--- config.mk ---
export PLATFORM = sky130hd
export DESIGN_NAME = cpu6502
export DESIGN_NICKNAME = d
export VERILOG_FILES = /design/src/cpu6502_pkg.sv /design/src/timing_control.sv /design/src/decoder.sv /design/src/program_counter.sv /design/src/register_bank.sv /design/src/bus_routing.sv /design/src/cpu6502.sv
export SDC_FILE = /design/constraint.sdc
export NUM_CORES = 1
export LEC_CHECK = 0
export ABC_AREA = 1
export BUFFER_PORTS_ARGS = -buffer_cell sky130_fd_sc_hd__buf_4
export CAP_MARGIN = 20
export CORE_UTILIZATION = 54
export CTS_CLUSTER_DIAMETER = 200
export DETAILED_ROUTE_END_ITERATION = 10
export PLACE_DENSITY = 0.8
export SETUP_SLACK_MARGIN = 0.02
export SKIP_LAST_GASP = 1
export SYNTH_ARGS = -nofsm -noshare
export SYNTH_HDL_FRONTEND = slang
export SYNTH_SLANG_ARGS = --single-unit
export TNS_END_PERCENT = 30
--- constraint.sdc ---
create_clock -name i_clk -period 2.62 [get_ports i_clk]
set_input_delay 0.393 -clock i_clk [delete_from_list [all_inputs] [get_ports i_clk]]
set_output_delay 0.393 -clock i_clk [all_outputs]
set_load 0.03 [all_outputs]
--- src/cpu6502_pkg.sv ---
`default_nettype none

package cpu6502_pkg;

    // Bus widths
    localparam int DATA_W = 8;
    localparam int ADDR_W = 16;

    // Timing states, T0 is always the opcode fetch
    typedef enum logic [1:0] {
        T0 = 2'd0,
        T1 = 2'd1,
        T2 = 2'd2,
        T3 = 2'd3
    } tstate_t;

    // Immediate loads
    localparam logic [DATA_W-1:0] OP_LDA_IMM = 8'hA9;
    localparam logic [DATA_W-1:0] OP_LDX_IMM = 8'hA2;
    localparam logic [DATA_W-1:0] OP_LDY_IMM = 8'hA0;

    // Register transfers
    localparam logic [DATA_W-1:0] OP_TAX = 8'hAA;
    localparam logic [DATA_W-1:0] OP_TAY = 8'hA8;
    localparam logic [DATA_W-1:0] OP_TXA = 8'h8A;
    localparam logic [DATA_W-1:0] OP_TYA = 8'h98;
    localparam logic [DATA_W-1:0] OP_TXS = 8'h9A;
    localparam logic [DATA_W-1:0] OP_TSX = 8'hBA;

    // Absolute stores
    localparam logic [DATA_W-1:0] OP_STA_ABS = 8'h8D;
    localparam logic [DATA_W-1:0] OP_STX_ABS = 8'h8E;
    localparam logic [DATA_W-1:0] OP_STY_ABS = 8'h8C;

    // Control
    localparam logic [DATA_W-1:0] OP_JMP_ABS = 8'h4C;
    localparam logic [DATA_W-1:0] OP_NOP     = 8'hEA;

endpackage

`default_nettype wire

--- src/timing_control.sv ---
`timescale 1ns/1ps
`default_nettype none

module timing_control (
    input  wire                                i_clk,
    input  wire                                i_reset,
    input  wire [cpu6502_pkg::DATA_W-1:0]      i_data,
    input  cpu6502_pkg::tstate_t               i_tstate_next,
    output cpu6502_pkg::tstate_t               o_tstate,
    output logic [cpu6502_pkg::DATA_W-1:0]     o_ir,
    output logic                               o_sync
);

    cpu6502_pkg::tstate_t tstate;
    logic [cpu6502_pkg::DATA_W-1:0] ir;

    // T-state sequencing
    always_ff @(posedge i_clk) begin
        if (i_reset) begin
            tstate <= cpu6502_pkg::T0;
        end else begin
            tstate <= i_tstate_next;
        end
    end

    // Opcode is taken from the bus at the end of T0 and held until the next fetch
    always_ff @(posedge i_clk) begin
        if (i_reset) begin
            ir <= cpu6502_pkg::OP_NOP;
        end else if (tstate == cpu6502_pkg::T0) begin
            ir <= i_data;
        end
    end

    assign o_tstate = tstate;
    assign o_ir     = ir;

    // The reset cycles sit in T0 but fetch nothing
    assign o_sync = (tstate == cpu6502_pkg::T0) && !i_reset;

endmodule

`default_nettype wire

--- src/decoder.sv ---
`timescale 1ns/1ps
`default_nettype none

module decoder (
    input  wire [cpu6502_pkg::DATA_W-1:0] i_ir,
    input  cpu6502_pkg::tstate_t          i_tstate,
    output cpu6502_pkg::tstate_t          o_tstate_next,
    output logic                          o_dl_db,
    output logic                          o_dl_adl,
    output logic                          o_dl_adh,
    output logic                          o_pcl_adl,
    output logic                          o_pch_adh,
    output logic                          o_adl_pcl,
    output logic                          o_adh_pch,
    output logic                          o_i_pc,
    output logic                          o_x_sb,
    output logic                          o_y_sb,
    output logic                          o_ac_sb,
    output logic                          o_s_sb,
    output logic                          o_ac_db,
    output logic                          o_sb_db,
    output logic                          o_sb_x,
    output logic                          o_sb_y,
    output logic                          o_sb_ac,
    output logic                          o_sb_s,
    output logic                          o_dl_hold,
    output logic                          o_adl_abl,
    output logic                          o_adh_abh,
    output logic                          o_rw
);

    always_comb begin
        // Default: put PC on the address buses for the next read
        o_tstate_next = cpu6502_pkg::T0;
        o_dl_db   = 1'b0;
        o_dl_adl  = 1'b0;
        o_dl_adh  = 1'b0;
        o_pcl_adl = 1'b1;
        o_pch_adh = 1'b1;
        o_adl_pcl = 1'b0;
        o_adh_pch = 1'b0;
        o_i_pc    = 1'b0;
        o_x_sb    = 1'b0;
        o_y_sb    = 1'b0;
        o_ac_sb   = 1'b0;
        o_s_sb    = 1'b0;
        o_ac_db   = 1'b0;
        o_sb_db   = 1'b0;
        o_sb_x    = 1'b0;
        o_sb_y    = 1'b0;
        o_sb_ac   = 1'b0;
        o_sb_s    = 1'b0;
        o_dl_hold = 1'b0;
        o_adl_abl = 1'b1;
        o_adh_abh = 1'b1;
        o_rw      = 1'b1;

        case (i_tstate)
            cpu6502_pkg::T0: begin
                // Opcode fetch, every instruction reads PC+1 next
                o_i_pc        = 1'b1;
                o_tstate_next = cpu6502_pkg::T1;
            end
            cpu6502_pkg::T1: begin
                case (i_ir)
                    cpu6502_pkg::OP_LDA_IMM,
                    cpu6502_pkg::OP_LDX_IMM,
                    cpu6502_pkg::OP_LDY_IMM: begin
                        // Operand goes DL -> DB -> SB into the target
                        o_dl_db = 1'b1;
                        o_sb_db = 1'b1;
                        o_i_pc  = 1'b1;
                        o_sb_ac = (i_ir == cpu6502_pkg::OP_LDA_IMM);
                        o_sb_x  = (i_ir == cpu6502_pkg::OP_LDX_IMM);
                        o_sb_y  = (i_ir == cpu6502_pkg::OP_LDY_IMM);
                    end
                    cpu6502_pkg::OP_TAX: begin
                        o_ac_sb = 1'b1;
                        o_sb_x  = 1'b1;
                    end
                    cpu6502_pkg::OP_TAY: begin
                        o_ac_sb = 1'b1;
                        o_sb_y  = 1'b1;
                    end
                    cpu6502_pkg::OP_TXA: begin
                        o_x_sb  = 1'b1;
                        o_sb_ac = 1'b1;
                    end
                    cpu6502_pkg::OP_TYA: begin
                        o_y_sb  = 1'b1;
                        o_sb_ac = 1'b1;
                    end
                    cpu6502_pkg::OP_TXS: begin
                        o_x_sb = 1'b1;
                        o_sb_s = 1'b1;
                    end
                    cpu6502_pkg::OP_TSX: begin
                        o_s_sb = 1'b1;
                        o_sb_x = 1'b1;
                    end
                    cpu6502_pkg::OP_STA_ABS,
                    cpu6502_pkg::OP_STX_ABS,
                    cpu6502_pkg::OP_STY_ABS,
                    cpu6502_pkg::OP_JMP_ABS: begin
                        // Keep the low address byte, then read the high byte
                        o_dl_hold     = 1'b1;
                        o_i_pc        = 1'b1;
                        o_tstate_next = cpu6502_pkg::T2;
                    end
                    default: begin
                        // NOP and unknown opcodes: dummy read, no increment
                    end
                endcase
            end
            cpu6502_pkg::T2: begin
                // Effective address is {DL, hold}
                o_pcl_adl = 1'b0;
                o_pch_adh = 1'b0;
                o_dl_adl  = 1'b1;
                o_dl_adh  = 1'b1;
                if (i_ir == cpu6502_pkg::OP_JMP_ABS) begin
                    o_adl_pcl = 1'b1;
                    o_adh_pch = 1'b1;
                end else begin
                    // Store data reaches DB one cycle before the write
                    o_i_pc        = 1'b1;
                    o_rw          = 1'b0;
                    o_ac_db       = (i_ir == cpu6502_pkg::OP_STA_ABS);
                    o_x_sb        = (i_ir == cpu6502_pkg::OP_STX_ABS);
                    o_y_sb        = (i_ir == cpu6502_pkg::OP_STY_ABS);
                    o_sb_db       = (i_ir != cpu6502_pkg::OP_STA_ABS);
                    o_tstate_next = cpu6502_pkg::T3;
                end
            end
            default: begin
                // T3 is the write cycle, next fetch comes from PC
            end
        endcase
    end

endmodule

`default_nettype wire

--- src/program_counter.sv ---
`timescale 1ns/1ps
`default_nettype none

module program_counter #(
    parameter logic [cpu6502_pkg::ADDR_W-1:0] RESET_VECTOR = 16'h0000
) (
    input  wire                               i_clk,
    input  wire                               i_reset,
    input  wire                               i_i_pc,
    input  wire                               i_adl_pcl,
    input  wire                               i_adh_pch,
    input  wire [cpu6502_pkg::DATA_W-1:0]     i_adl,
    input  wire [cpu6502_pkg::DATA_W-1:0]     i_adh,
    output logic [cpu6502_pkg::DATA_W-1:0]    o_pcl,
    output logic [cpu6502_pkg::DATA_W-1:0]    o_pch
);

    logic [cpu6502_pkg::ADDR_W-1:0] pc;
    logic [cpu6502_pkg::ADDR_W-1:0] pc_inc;

    // Incrementer sits between the register and the address buses
    assign pc_inc = pc + {{(cpu6502_pkg::ADDR_W-1){1'b0}}, i_i_pc};

    always_ff @(posedge i_clk) begin
        if (i_reset) begin
            pc <= RESET_VECTOR;
        end else begin
            pc[7:0]  <= i_adl_pcl ? i_adl : pc_inc[7:0];
            pc[15:8] <= i_adh_pch ? i_adh : pc_inc[15:8];
        end
    end

    assign o_pcl = pc_inc[7:0];
    assign o_pch = pc_inc[15:8];

endmodule

`default_nettype wire

--- src/register_bank.sv ---
`timescale 1ns/1ps
`default_nettype none

module register_bank #(
    parameter logic [cpu6502_pkg::ADDR_W-1:0] RESET_VECTOR = 16'h0000
) (
    input  wire                               i_clk,
    input  wire                               i_reset,
    input  wire [cpu6502_pkg::DATA_W-1:0]     i_data,
    input  wire [cpu6502_pkg::DATA_W-1:0]     i_bus_sb,
    input  wire [cpu6502_pkg::DATA_W-1:0]     i_bus_db,
    input  wire [cpu6502_pkg::DATA_W-1:0]     i_bus_adl,
    input  wire [cpu6502_pkg::DATA_W-1:0]     i_bus_adh,
    input  wire                               i_sb_x,
    input  wire                               i_sb_y,
    input  wire                               i_sb_ac,
    input  wire                               i_sb_s,
    input  wire                               i_dl_hold,
    input  wire                               i_adl_abl,
    input  wire                               i_adh_abh,
    input  wire                               i_rw,
    output logic [cpu6502_pkg::DATA_W-1:0]    o_x,
    output logic [cpu6502_pkg::DATA_W-1:0]    o_y,
    output logic [cpu6502_pkg::DATA_W-1:0]    o_ac,
    output logic [cpu6502_pkg::DATA_W-1:0]    o_s,
    output logic [cpu6502_pkg::DATA_W-1:0]    o_dl,
    output logic [cpu6502_pkg::DATA_W-1:0]    o_hold,
    output logic [cpu6502_pkg::ADDR_W-1:0]    o_address,
    output logic [cpu6502_pkg::DATA_W-1:0]    o_data,
    output logic                              o_rw
);

    // Input latch is open during the read phase, so the byte is usable in its own cycle
    assign o_dl = i_data;

    // Programmer registers, all loaded from SB
    always_ff @(posedge i_clk) begin
        if (i_reset) begin
            o_x  <= '0;
            o_y  <= '0;
            o_ac <= '0;
            o_s  <= '0;
        end else begin
            if (i_sb_x)  o_x  <= i_bus_sb;
            if (i_sb_y)  o_y  <= i_bus_sb;
            if (i_sb_ac) o_ac <= i_bus_sb;
            if (i_sb_s)  o_s  <= i_bus_sb;
        end
    end

    // Low operand byte for absolute addressing
    always_ff @(posedge i_clk) begin
        if (i_dl_hold) begin
            o_hold <= o_dl;
        end
    end

    // Address, direction and write data for the next bus cycle
    always_ff @(posedge i_clk) begin
        if (i_reset) begin
            o_address <= RESET_VECTOR;
            o_rw      <= 1'b1;
            o_data    <= '0;
        end else begin
            if (i_adl_abl) o_address[7:0]  <= i_bus_adl;
            if (i_adh_abh) o_address[15:8] <= i_bus_adh;
            o_rw <= i_rw;
            if (!i_rw) begin
                o_data <= i_bus_db;
            end
        end
    end

endmodule

`default_nettype wire

--- src/bus_routing.sv ---
`timescale 1ns/1ps
`default_nettype none

module bus_routing (
    input  wire [cpu6502_pkg::DATA_W-1:0]     i_dl,
    input  wire [cpu6502_pkg::DATA_W-1:0]     i_hold,
    input  wire [cpu6502_pkg::DATA_W-1:0]     i_pcl,
    input  wire [cpu6502_pkg::DATA_W-1:0]     i_pch,
    input  wire [cpu6502_pkg::DATA_W-1:0]     i_x,
    input  wire [cpu6502_pkg::DATA_W-1:0]     i_y,
    input  wire [cpu6502_pkg::DATA_W-1:0]     i_ac,
    input  wire [cpu6502_pkg::DATA_W-1:0]     i_s,
    input  wire                               i_dl_db,
    input  wire                               i_dl_adl,
    input  wire                               i_dl_adh,
    input  wire                               i_pcl_adl,
    input  wire                               i_pch_adh,
    input  wire                               i_x_sb,
    input  wire                               i_y_sb,
    input  wire                               i_ac_sb,
    input  wire                               i_s_sb,
    input  wire                               i_ac_db,
    input  wire                               i_sb_db,
    output logic [cpu6502_pkg::DATA_W-1:0]    o_bus_db,
    output logic [cpu6502_pkg::DATA_W-1:0]    o_bus_sb,
    output logic [cpu6502_pkg::DATA_W-1:0]    o_bus_adl,
    output logic [cpu6502_pkg::DATA_W-1:0]    o_bus_adh
);

    logic [cpu6502_pkg::DATA_W-1:0] db_src;
    logic [cpu6502_pkg::DATA_W-1:0] sb_src;

    // Disabled sources leave the precharged ones
    assign db_src = (i_dl_db ? i_dl : '1)
                  & (i_ac_db ? i_ac : '1);

    assign sb_src = (i_x_sb  ? i_x  : '1)
                  & (i_y_sb  ? i_y  : '1)
                  & (i_ac_sb ? i_ac : '1)
                  & (i_s_sb  ? i_s  : '1);

    // Pass switch shorts SB and DB, both sides then see every driver
    assign o_bus_db = i_sb_db ? (db_src & sb_src) : db_src;
    assign o_bus_sb = i_sb_db ? (db_src & sb_src) : sb_src;

    // Low address byte of absolute modes comes from the hold latch
    assign o_bus_adl = (i_pcl_adl ? i_pcl  : '1)
                     & (i_dl_adl  ? i_hold : '1);

    assign o_bus_adh = (i_pch_adh ? i_pch : '1)
                     & (i_dl_adh  ? i_dl  : '1);

endmodule

`default_nettype wire

--- src/cpu6502.sv ---
`timescale 1ns/1ps
`default_nettype none

module cpu6502 #(
    parameter logic [cpu6502_pkg::ADDR_W-1:0] RESET_VECTOR = 16'h0000
) (
    input  wire                               i_clk,
    input  wire                               i_reset,
    output wire                               o_rw,
    output wire [cpu6502_pkg::ADDR_W-1:0]     o_address,
    input  wire [cpu6502_pkg::DATA_W-1:0]     i_data,
    output wire [cpu6502_pkg::DATA_W-1:0]     o_data,
    output wire                               o_sync
);

    // Internal buses
    wire [cpu6502_pkg::DATA_W-1:0] w_bus_db;
    wire [cpu6502_pkg::DATA_W-1:0] w_bus_sb;
    wire [cpu6502_pkg::DATA_W-1:0] w_bus_adl;
    wire [cpu6502_pkg::DATA_W-1:0] w_bus_adh;

    // Sequencing
    cpu6502_pkg::tstate_t w_tstate;
    cpu6502_pkg::tstate_t w_tstate_next;
    wire [cpu6502_pkg::DATA_W-1:0] w_ir;

    // Transfer controls
    wire w_dl_db, w_dl_adl, w_dl_adh;
    wire w_pcl_adl, w_pch_adh, w_adl_pcl, w_adh_pch, w_i_pc;
    wire w_x_sb, w_y_sb, w_ac_sb, w_s_sb, w_ac_db, w_sb_db;
    wire w_sb_x, w_sb_y, w_sb_ac, w_sb_s;
    wire w_dl_hold, w_adl_abl, w_adh_abh, w_rw;

    // Register values
    wire [cpu6502_pkg::DATA_W-1:0] w_pcl, w_pch;
    wire [cpu6502_pkg::DATA_W-1:0] w_x, w_y, w_ac, w_s;
    wire [cpu6502_pkg::DATA_W-1:0] w_dl, w_hold;

    timing_control i_timing_control (
        .i_clk(i_clk), .i_reset(i_reset), .i_data(i_data),
        .i_tstate_next(w_tstate_next), .o_tstate(w_tstate),
        .o_ir(w_ir), .o_sync(o_sync)
    );

    decoder i_decoder (
        .i_ir(w_ir), .i_tstate(w_tstate), .o_tstate_next(w_tstate_next),
        .o_dl_db(w_dl_db), .o_dl_adl(w_dl_adl), .o_dl_adh(w_dl_adh),
        .o_pcl_adl(w_pcl_adl), .o_pch_adh(w_pch_adh),
        .o_adl_pcl(w_adl_pcl), .o_adh_pch(w_adh_pch), .o_i_pc(w_i_pc),
        .o_x_sb(w_x_sb), .o_y_sb(w_y_sb), .o_ac_sb(w_ac_sb), .o_s_sb(w_s_sb),
        .o_ac_db(w_ac_db), .o_sb_db(w_sb_db),
        .o_sb_x(w_sb_x), .o_sb_y(w_sb_y), .o_sb_ac(w_sb_ac), .o_sb_s(w_sb_s),
        .o_dl_hold(w_dl_hold), .o_adl_abl(w_adl_abl), .o_adh_abh(w_adh_abh),
        .o_rw(w_rw)
    );

    program_counter #(.RESET_VECTOR(RESET_VECTOR)) i_program_counter (
        .i_clk(i_clk), .i_reset(i_reset), .i_i_pc(w_i_pc),
        .i_adl_pcl(w_adl_pcl), .i_adh_pch(w_adh_pch),
        .i_adl(w_bus_adl), .i_adh(w_bus_adh),
        .o_pcl(w_pcl), .o_pch(w_pch)
    );

    register_bank #(.RESET_VECTOR(RESET_VECTOR)) i_register_bank (
        .i_clk(i_clk), .i_reset(i_reset), .i_data(i_data),
        .i_bus_sb(w_bus_sb), .i_bus_db(w_bus_db),
        .i_bus_adl(w_bus_adl), .i_bus_adh(w_bus_adh),
        .i_sb_x(w_sb_x), .i_sb_y(w_sb_y), .i_sb_ac(w_sb_ac), .i_sb_s(w_sb_s),
        .i_dl_hold(w_dl_hold), .i_adl_abl(w_adl_abl), .i_adh_abh(w_adh_abh),
        .i_rw(w_rw),
        .o_x(w_x), .o_y(w_y), .o_ac(w_ac), .o_s(w_s),
        .o_dl(w_dl), .o_hold(w_hold),
        .o_address(o_address), .o_data(o_data), .o_rw(o_rw)
    );

    bus_routing i_bus_routing (
        .i_dl(w_dl), .i_hold(w_hold), .i_pcl(w_pcl), .i_pch(w_pch),
        .i_x(w_x), .i_y(w_y), .i_ac(w_ac), .i_s(w_s),
        .i_dl_db(w_dl_db), .i_dl_adl(w_dl_adl), .i_dl_adh(w_dl_adh),
        .i_pcl_adl(w_pcl_adl), .i_pch_adh(w_pch_adh),
        .i_x_sb(w_x_sb), .i_y_sb(w_y_sb), .i_ac_sb(w_ac_sb), .i_s_sb(w_s_sb),
        .i_ac_db(w_ac_db), .i_sb_db(w_sb_db),
        .o_bus_db(w_bus_db), .o_bus_sb(w_bus_sb),
        .o_bus_adl(w_bus_adl), .o_bus_adh(w_bus_adh)
    );

endmodule

`default_nettype wire

# Word-level counts from Yosys, hierarchy flattened
# Cells that the tools add are included.
# W data, S select, Z words.
op_classes:
  reduce_logical: 10
  addsub: 1
  mux: 50
  bitwise: 7
  eq_ne: 16
op_table:
  columns: ["op", "count"]
  rows:
  - ["$mux W8", 14]
  - ["$eq A8 B8 Y1 const B", 12]
  - ["$and A8 B8 Y8", 7]
  - ["$mux W1", 26]
  - ["$add A16 B1 Y16", 1]
  - ["$pmux W1 S2", 6]
  - ["$eq A8 B7 Y1 const B", 1]
  - ["$ne A8 B8 Y1 const B", 1]
  - ["$reduce_or A2 Y1", 4]
  - ["$reduce_or A7 Y1", 1]
  - ["$pmux W2 S3", 1]
  - ["$mux W2", 2]
  - ["$reduce_or A4 Y1", 1]
  - ["$pmux W1 S3", 1]
  - ["$reduce_or A3 Y1", 1]
  - ["$eq A2 B1 Y1 const B", 1]
  - ["$eq A2 B2 Y1 const B", 1]
  - ["$logic_not A2 Y1", 1]
  - ["$logic_and A1 B1 Y1", 1]
  - ["$logic_not A1 Y1", 1]
totals:
  wordCells: 95
  ff_bits: 91

# Logic depth before layout (Yosys ltp)
depth:
  word_depth: 10
  depth_mapped: 22
  ltp_nobuf: 22

# Hierarchy
# A second synthesis with hierarchy kept.
hier_totals:
  hier_cells: 845
  area_unflattened_um2: 5421.4
by_module_without_submodules:
  columns: ["module", "cells_each", "instances", "area_each_um2", "seq_area_each_um2"]
  rows:
  - ["register_bank", 351, 1, 2643.8, 1381.3]
  - ["program_counter", 175, 1, 1074.8, 320.3]
  - ["bus_routing", 180, 1, 835.8, 0.0]
  - ["decoder", 88, 1, 496.7, 0.0]
  - ["timing_control", 51, 1, 370.4, 200.2]

# Worst setup path before layout
# Ideal clock, no wire load.
synth_path:
  path_type: "register to register"
  from: "reg i_timing_control.tstate[0], in the netlist i_timing_control.o_tstate[0]"
  to: "reg i_register_bank.o_address[14] (netlist bit)"
  path_stages_with_launch: 19
  period_less_slack_ns: 2.745
  setup_slack_ns: -0.125
  setup_ns: 0.058
  path_buffers: 1
  arrival_ns: 2.687
  t_required_ns: 2.562
  cell_sequence: "dfxtp_1 -> inv_1 -> ha_1 -> inv_1 -> nor2_2 -> buf_2 -> nor2_1 -> o211ai_1 -> nand2_1 -> inv_1 -> ha_1 -> ha_1 -> nand2_1 -> nor3_1 -> nand3_1 -> or2_2 -> nand3_1 -> o211ai_1 -> inv_1"
synth_via:
  elab_chain_len: 5
synth_rtl:
  columns: ["item", "line", "text"]
  rows:
  - ["start, declared", "timing_control.sv:14", "cpu6502_pkg::tstate_t tstate;"]
  - ["start signal, assigned", "timing_control.sv:20", "tstate <= cpu6502_pkg::T0;"]
  - ["start signal, assigned", "timing_control.sv:22", "tstate <= i_tstate_next;"]
  - ["$eq A2 B2 Y1 (tied with other cells)", "decoder.sv:58", "case (i_tstate)"]
  - ["$pmux W1 S3", "decoder.sv:58", null]
  - ["$add A16 B1 Y16", "program_counter.sv:22", "assign pc_inc = pc + {{(cpu6502_pkg::ADDR_W-1){1'b0}}, i_i_pc};"]
  - ["$mux W8", "bus_routing.sv:50", "assign o_bus_adh = (i_pch_adh ? i_pch : '1)"]
  - ["$and A8 B8 Y8 *", "bus_routing.sv:51", "& (i_dl_adh ? i_dl : '1);"]
  - ["end, declared", "register_bank.sv:28", "output logic [cpu6502_pkg::ADDR_W-1:0] o_address,"]
# Every way passes the cells marked *; elsewhere a longest branch is shown, timed or not.
# A chain may end at the register's enable or synchronous reset.

# Worst setup path in the final report
layout_path:
  from: "reg i_timing_control.ir, in the netlist i_timing_control.o_ir[5]"
  to: "reg i_program_counter.pc[13] (netlist bit)"
layout_via:
  elab_chain_len: 8
layout_rtl:
  columns: ["item", "line", "text"]
  rows:
  - ["start, declared", "timing_control.sv:15", "logic [cpu6502_pkg::DATA_W-1:0] ir;"]
  - ["start signal, assigned", "timing_control.sv:29", "ir <= cpu6502_pkg::OP_NOP;"]
  - ["start signal, assigned", "timing_control.sv:31", "ir <= i_data;"]
  - ["$eq A8 B8 Y1 / $eq A8 B7 Y1 (equally long branches)", "decoder.sv:65, decoder.sv:121", null]
  - ["$reduce_or A7 Y1 (no source line)", null, null]
  - ["$mux W1", "decoder.sv:65", "case (i_ir)"]
  - ["$pmux W1 S3", "decoder.sv:58", null]
  - ["$add A16 B1 Y16", "program_counter.sv:22", null]
  - ["$mux W8", "bus_routing.sv:50", null]
  - ["$and A8 B8 Y8", "bus_routing.sv:51", null]
  - ["$mux W8 *", "program_counter.sv:29", "pc[15:8] <= i_adh_pch ? i_adh : pc_inc[15:8];"]
  - ["end, declared", "program_counter.sv:18", "logic [cpu6502_pkg::ADDR_W-1:0] pc;"]
# Marks and branches as above.

==> flow_summary.ini <==
[run_status]
outcome = complete, but fails checks
violations = setup timing

[die]
ios = 36
chipHeight_um = 95.0
initial_utilization_pct = 56.3
core_area_um2 = 8300
fp.dieW_um = 95.0
die_area_um2 = 9030
rows = 33

[power_and_ir_drop]
power.switching_mw = 0.720
pwr-share-clk_pct = 35.4
swShare_pct = 26.9
pwr-share-comb_pct = 10.2
power.internal_mw = 1.96
p_seq_share_pct = 54.4
vdd_drop_max_v = 0.000243
power_leakage_nw = 2.49
p_per_area_nw_per_um2 = 490

[grt]
grt_max_degree = 44
track_usage_pct = 27.5
grt_pass1_vias = 3978
antenna_found_initial = 0
grt_pass1_wl_um = 19000
grt.overflow.total = 0

[route]
ant_nets = 0
drc = 0
first_pass_iters = 7
wirelength_um = 12300
drt-vias-per-instance = 5.73
first_iter_violations = 381
wl_per_cell_um = 16.0
num_vias = 4407

[critical_path]
critPathMaxFanout = 4
worstSetupEndpointType = register
worstPathCellList = inv_4 > nand2_4 > nor2_4 > nand2_2 > inv_2 > nand2_4 > nand2_2 > a21oi_2 > o211ai_1 > nand2_1 > inv_1 > ha_2 > nand3_2 > inv_2 > nand4_1 > inv_1 > nand3_2 > nor2_2 > nor2_2 > o21ai_1 > nand2_1 > inv_1
critPathBufInv = 6
crit_top_cell = inv_1
required_ps = 2950
critPathSlowestCell = dfxtp_4
critPathLaunchType = register
crit_arrival_ps = 3030
path_delay_family = simple AND/OR/NAND/NOR gates
max_stage_delay_ps = 370
path_class = reg2reg

[synthesis]
avgSynthCellArea_um2 = 7.67
syn_area_um2 = 4670
ys_seq_area_share_pct = 40.7
synthDistinctLibCells = 38
synth-seq-cells = 91
synth_nets = 625
synth_area_leader_cell = dfxtp_1
synth.area.top_cells = dfxtp_1, o21ai_0, inv_1
netlist_instances = 609
yosys_warnings = 0
synth_top_area_share_pct = 35.6

[sta]
timing.hold.ws_ps = 203
hold_viol = 0
worstMarginPinSlew_ps = 598
skew_ps = 16.4
maxSlewViolCount = 0
period_minus_slack_ps = 2690
setup_viol = 5
rsz0062_at_grt = true
setup_ws_ps = -72.1
fmax_mhz = 371
slew_headroom_pct = 60.0
min_period_over_period_pct = 103

[final_layout]
layout.nets = 675
layout-drive-gt1-share_pct = 25.0
stdcell_count = 769
diodes = 0
utilization_pct = 65.9
area_growth_pct = 17.1

[placement]
gp_congestion = 0.993
portBuffers = 35
dp_hpwl_um = 8500
dp_cells = 744

[clocking]
clock_path_buffers = 2
cts_inserted_buffers = 9
tritoncts = built
ctsHtreeMaxLevel = 3
clock-root-buffer = clkbuf_8
clock-sinks = 91
clk-insertion-delay-late_ps = 380
clk_pin_slew_ps = 100

[hold_path]
holdCritPathClass = in2reg

[flow_run]
cap_violations = 0
## cell families (layout without fill, tap and decap cells)
logic type / Yosys count / after routing / share of synthesized area [%]
AND/OR/NAND/NOR: 257 / 257 / 30.8
AO/OA/AOI/OAI: 129 / 129 / 15.3
buffers and inverters: 117 / 172 / 9.91
flip-flops: 91 / 91 / 40.7
XOR/XNOR: 9 / 9 / 1.69
adder cells (fa/ha/maj): 6 / 6 / 1.61
## worst paths after layout
path,from,end,slack [ps],depth (start not counted)
worst max register to register,i_timing_control.o_ir[5],i_program_counter.pc[13],-70,22
worst min-delay path,i_data[0],i_register_bank.o_hold[0],200,1
worst max-delay path,i_timing_control.o_ir[5],i_program_counter.pc[13],-70,22
worst min register to register,i_register_bank.o_hold[7],i_register_bank.o_address[7],500,2
## metal layers
metal / track usage, % / vias up / wire length [um]
li1: - / 2090 / -
met1: 35.3 / 2064 / 5120
met2: 43.8 / 207 / 5750
met3: 5.66 / 46 / 954
met4: 13.9 / 0 / 467
met5: 0 / - / 0
## state kept, by name, indices dropped and copies added, names as in the netlist
signal and count:
i_program_counter.pc 16, i_register_bank.o_address 16, i_register_bank.o_ac 8, i_register_bank.o_data 8, i_register_bank.o_hold 8, i_register_bank.o_s 8, i_register_bank.o_x 8, i_register_bank.o_y 8
i_timing_control.o_ir 8, i_timing_control.o_tstate 2, i_register_bank.o_rw 1
## cell usage after synthesis, drive strengths merged
cell type,n
nor4,1
xnor2,1
buf,12
nor2,91
dfxtp,83
a211oi,3
and3,1
a221oi,2
edfxtp,8
o211ai,17
a21boi,1
clkbuf,11
clkinv,1
ha,6
nand3b,14
or3,1
xor2,8
or2,2
nor3,7
nand2,83
o21ai,69
inv,93
nand4,16
nand3,41
a21oi,37
## power by group through the flow
| stage | logic (mW) | clock network [mW] | registers, mW |
|---|---|---|---|
| final | 0.274 | 0.949 | 1.46 |
| after detailed placement | 0.247 | 0 | 1.48 |
| after global routing | 0.293 | 1.02 | 1.46 |
| after CTS | 0.252 | 0.952 | 1.45 |
| after global placement | 0.241 | 0 | 1.48 |
| after floorplan | 0.153 | 0 | 1.49 |
## stage by stage
step           setup slack (ps)  total power [mW]  instance area, um2  TNS [ps]
6_report                  -72.1              2.68                5470      -233
4_1_cts                    12.6              2.65                5320         0
3_5_place_dp               2.63              1.73                5100         0
2_1_floorplan              22.4              1.64                4680         0
3_3_place_gp               98.1              1.72                5100         0
5_1_grt                    -207              2.77                5470     -1470
## repair_timing
item / CTS / global route
setup buffers: 1 / 8
pin swaps: 3 / 13
hold buffers: 0 / 0
setup endpoints to repair: 4 / 19
resized for setup: 3 / 36
## worst register-to-register path: cells and delay by family (launching register included)
kind / cells / cell delay, ps
AND/OR/NAND/NOR: 12 / 1140
buffers and inverters: 6 / 500
AO/OA/AOI/OAI: 3 / 460
flip-flops: 1 / 370
adder cells (fa/ha/maj): 1 / 210
## placed cells by master, fill, tap and decap left out, types with 4 or more instances in the layout
cell / instances
o211ai_1: 17
inv_1: 81
nor2_2: 5
nand3_1: 23
nand4_1: 15
nand2_1: 67
inv_2: 11
edfxtp_1: 8
buf_4: 62
nand3_2: 17
nor3_1: 4
nor2_1: 68
a21oi_1: 36
o21ai_0: 67
nand2_4: 7
nand2_2: 8
xor2_1: 7
clkbuf_8: 10
nor2_4: 18
nand3b_1: 14
dfxtp_1: 77
## area by class of cell
cell class / count / area, um2
Sequential cell: 91 / 1920
Clock inverter: 4 / 31.3
Inverter: 94 / 358
Clock buffer: 12 / 166
Fill cell: 636 / 2830
Timing Repair Buffer: 62 / 465
Multi-Input combinational cell: 401 / 2400
Tap cell: 105 / 131
Note: power is estimated with default switching activity, not from simulation.
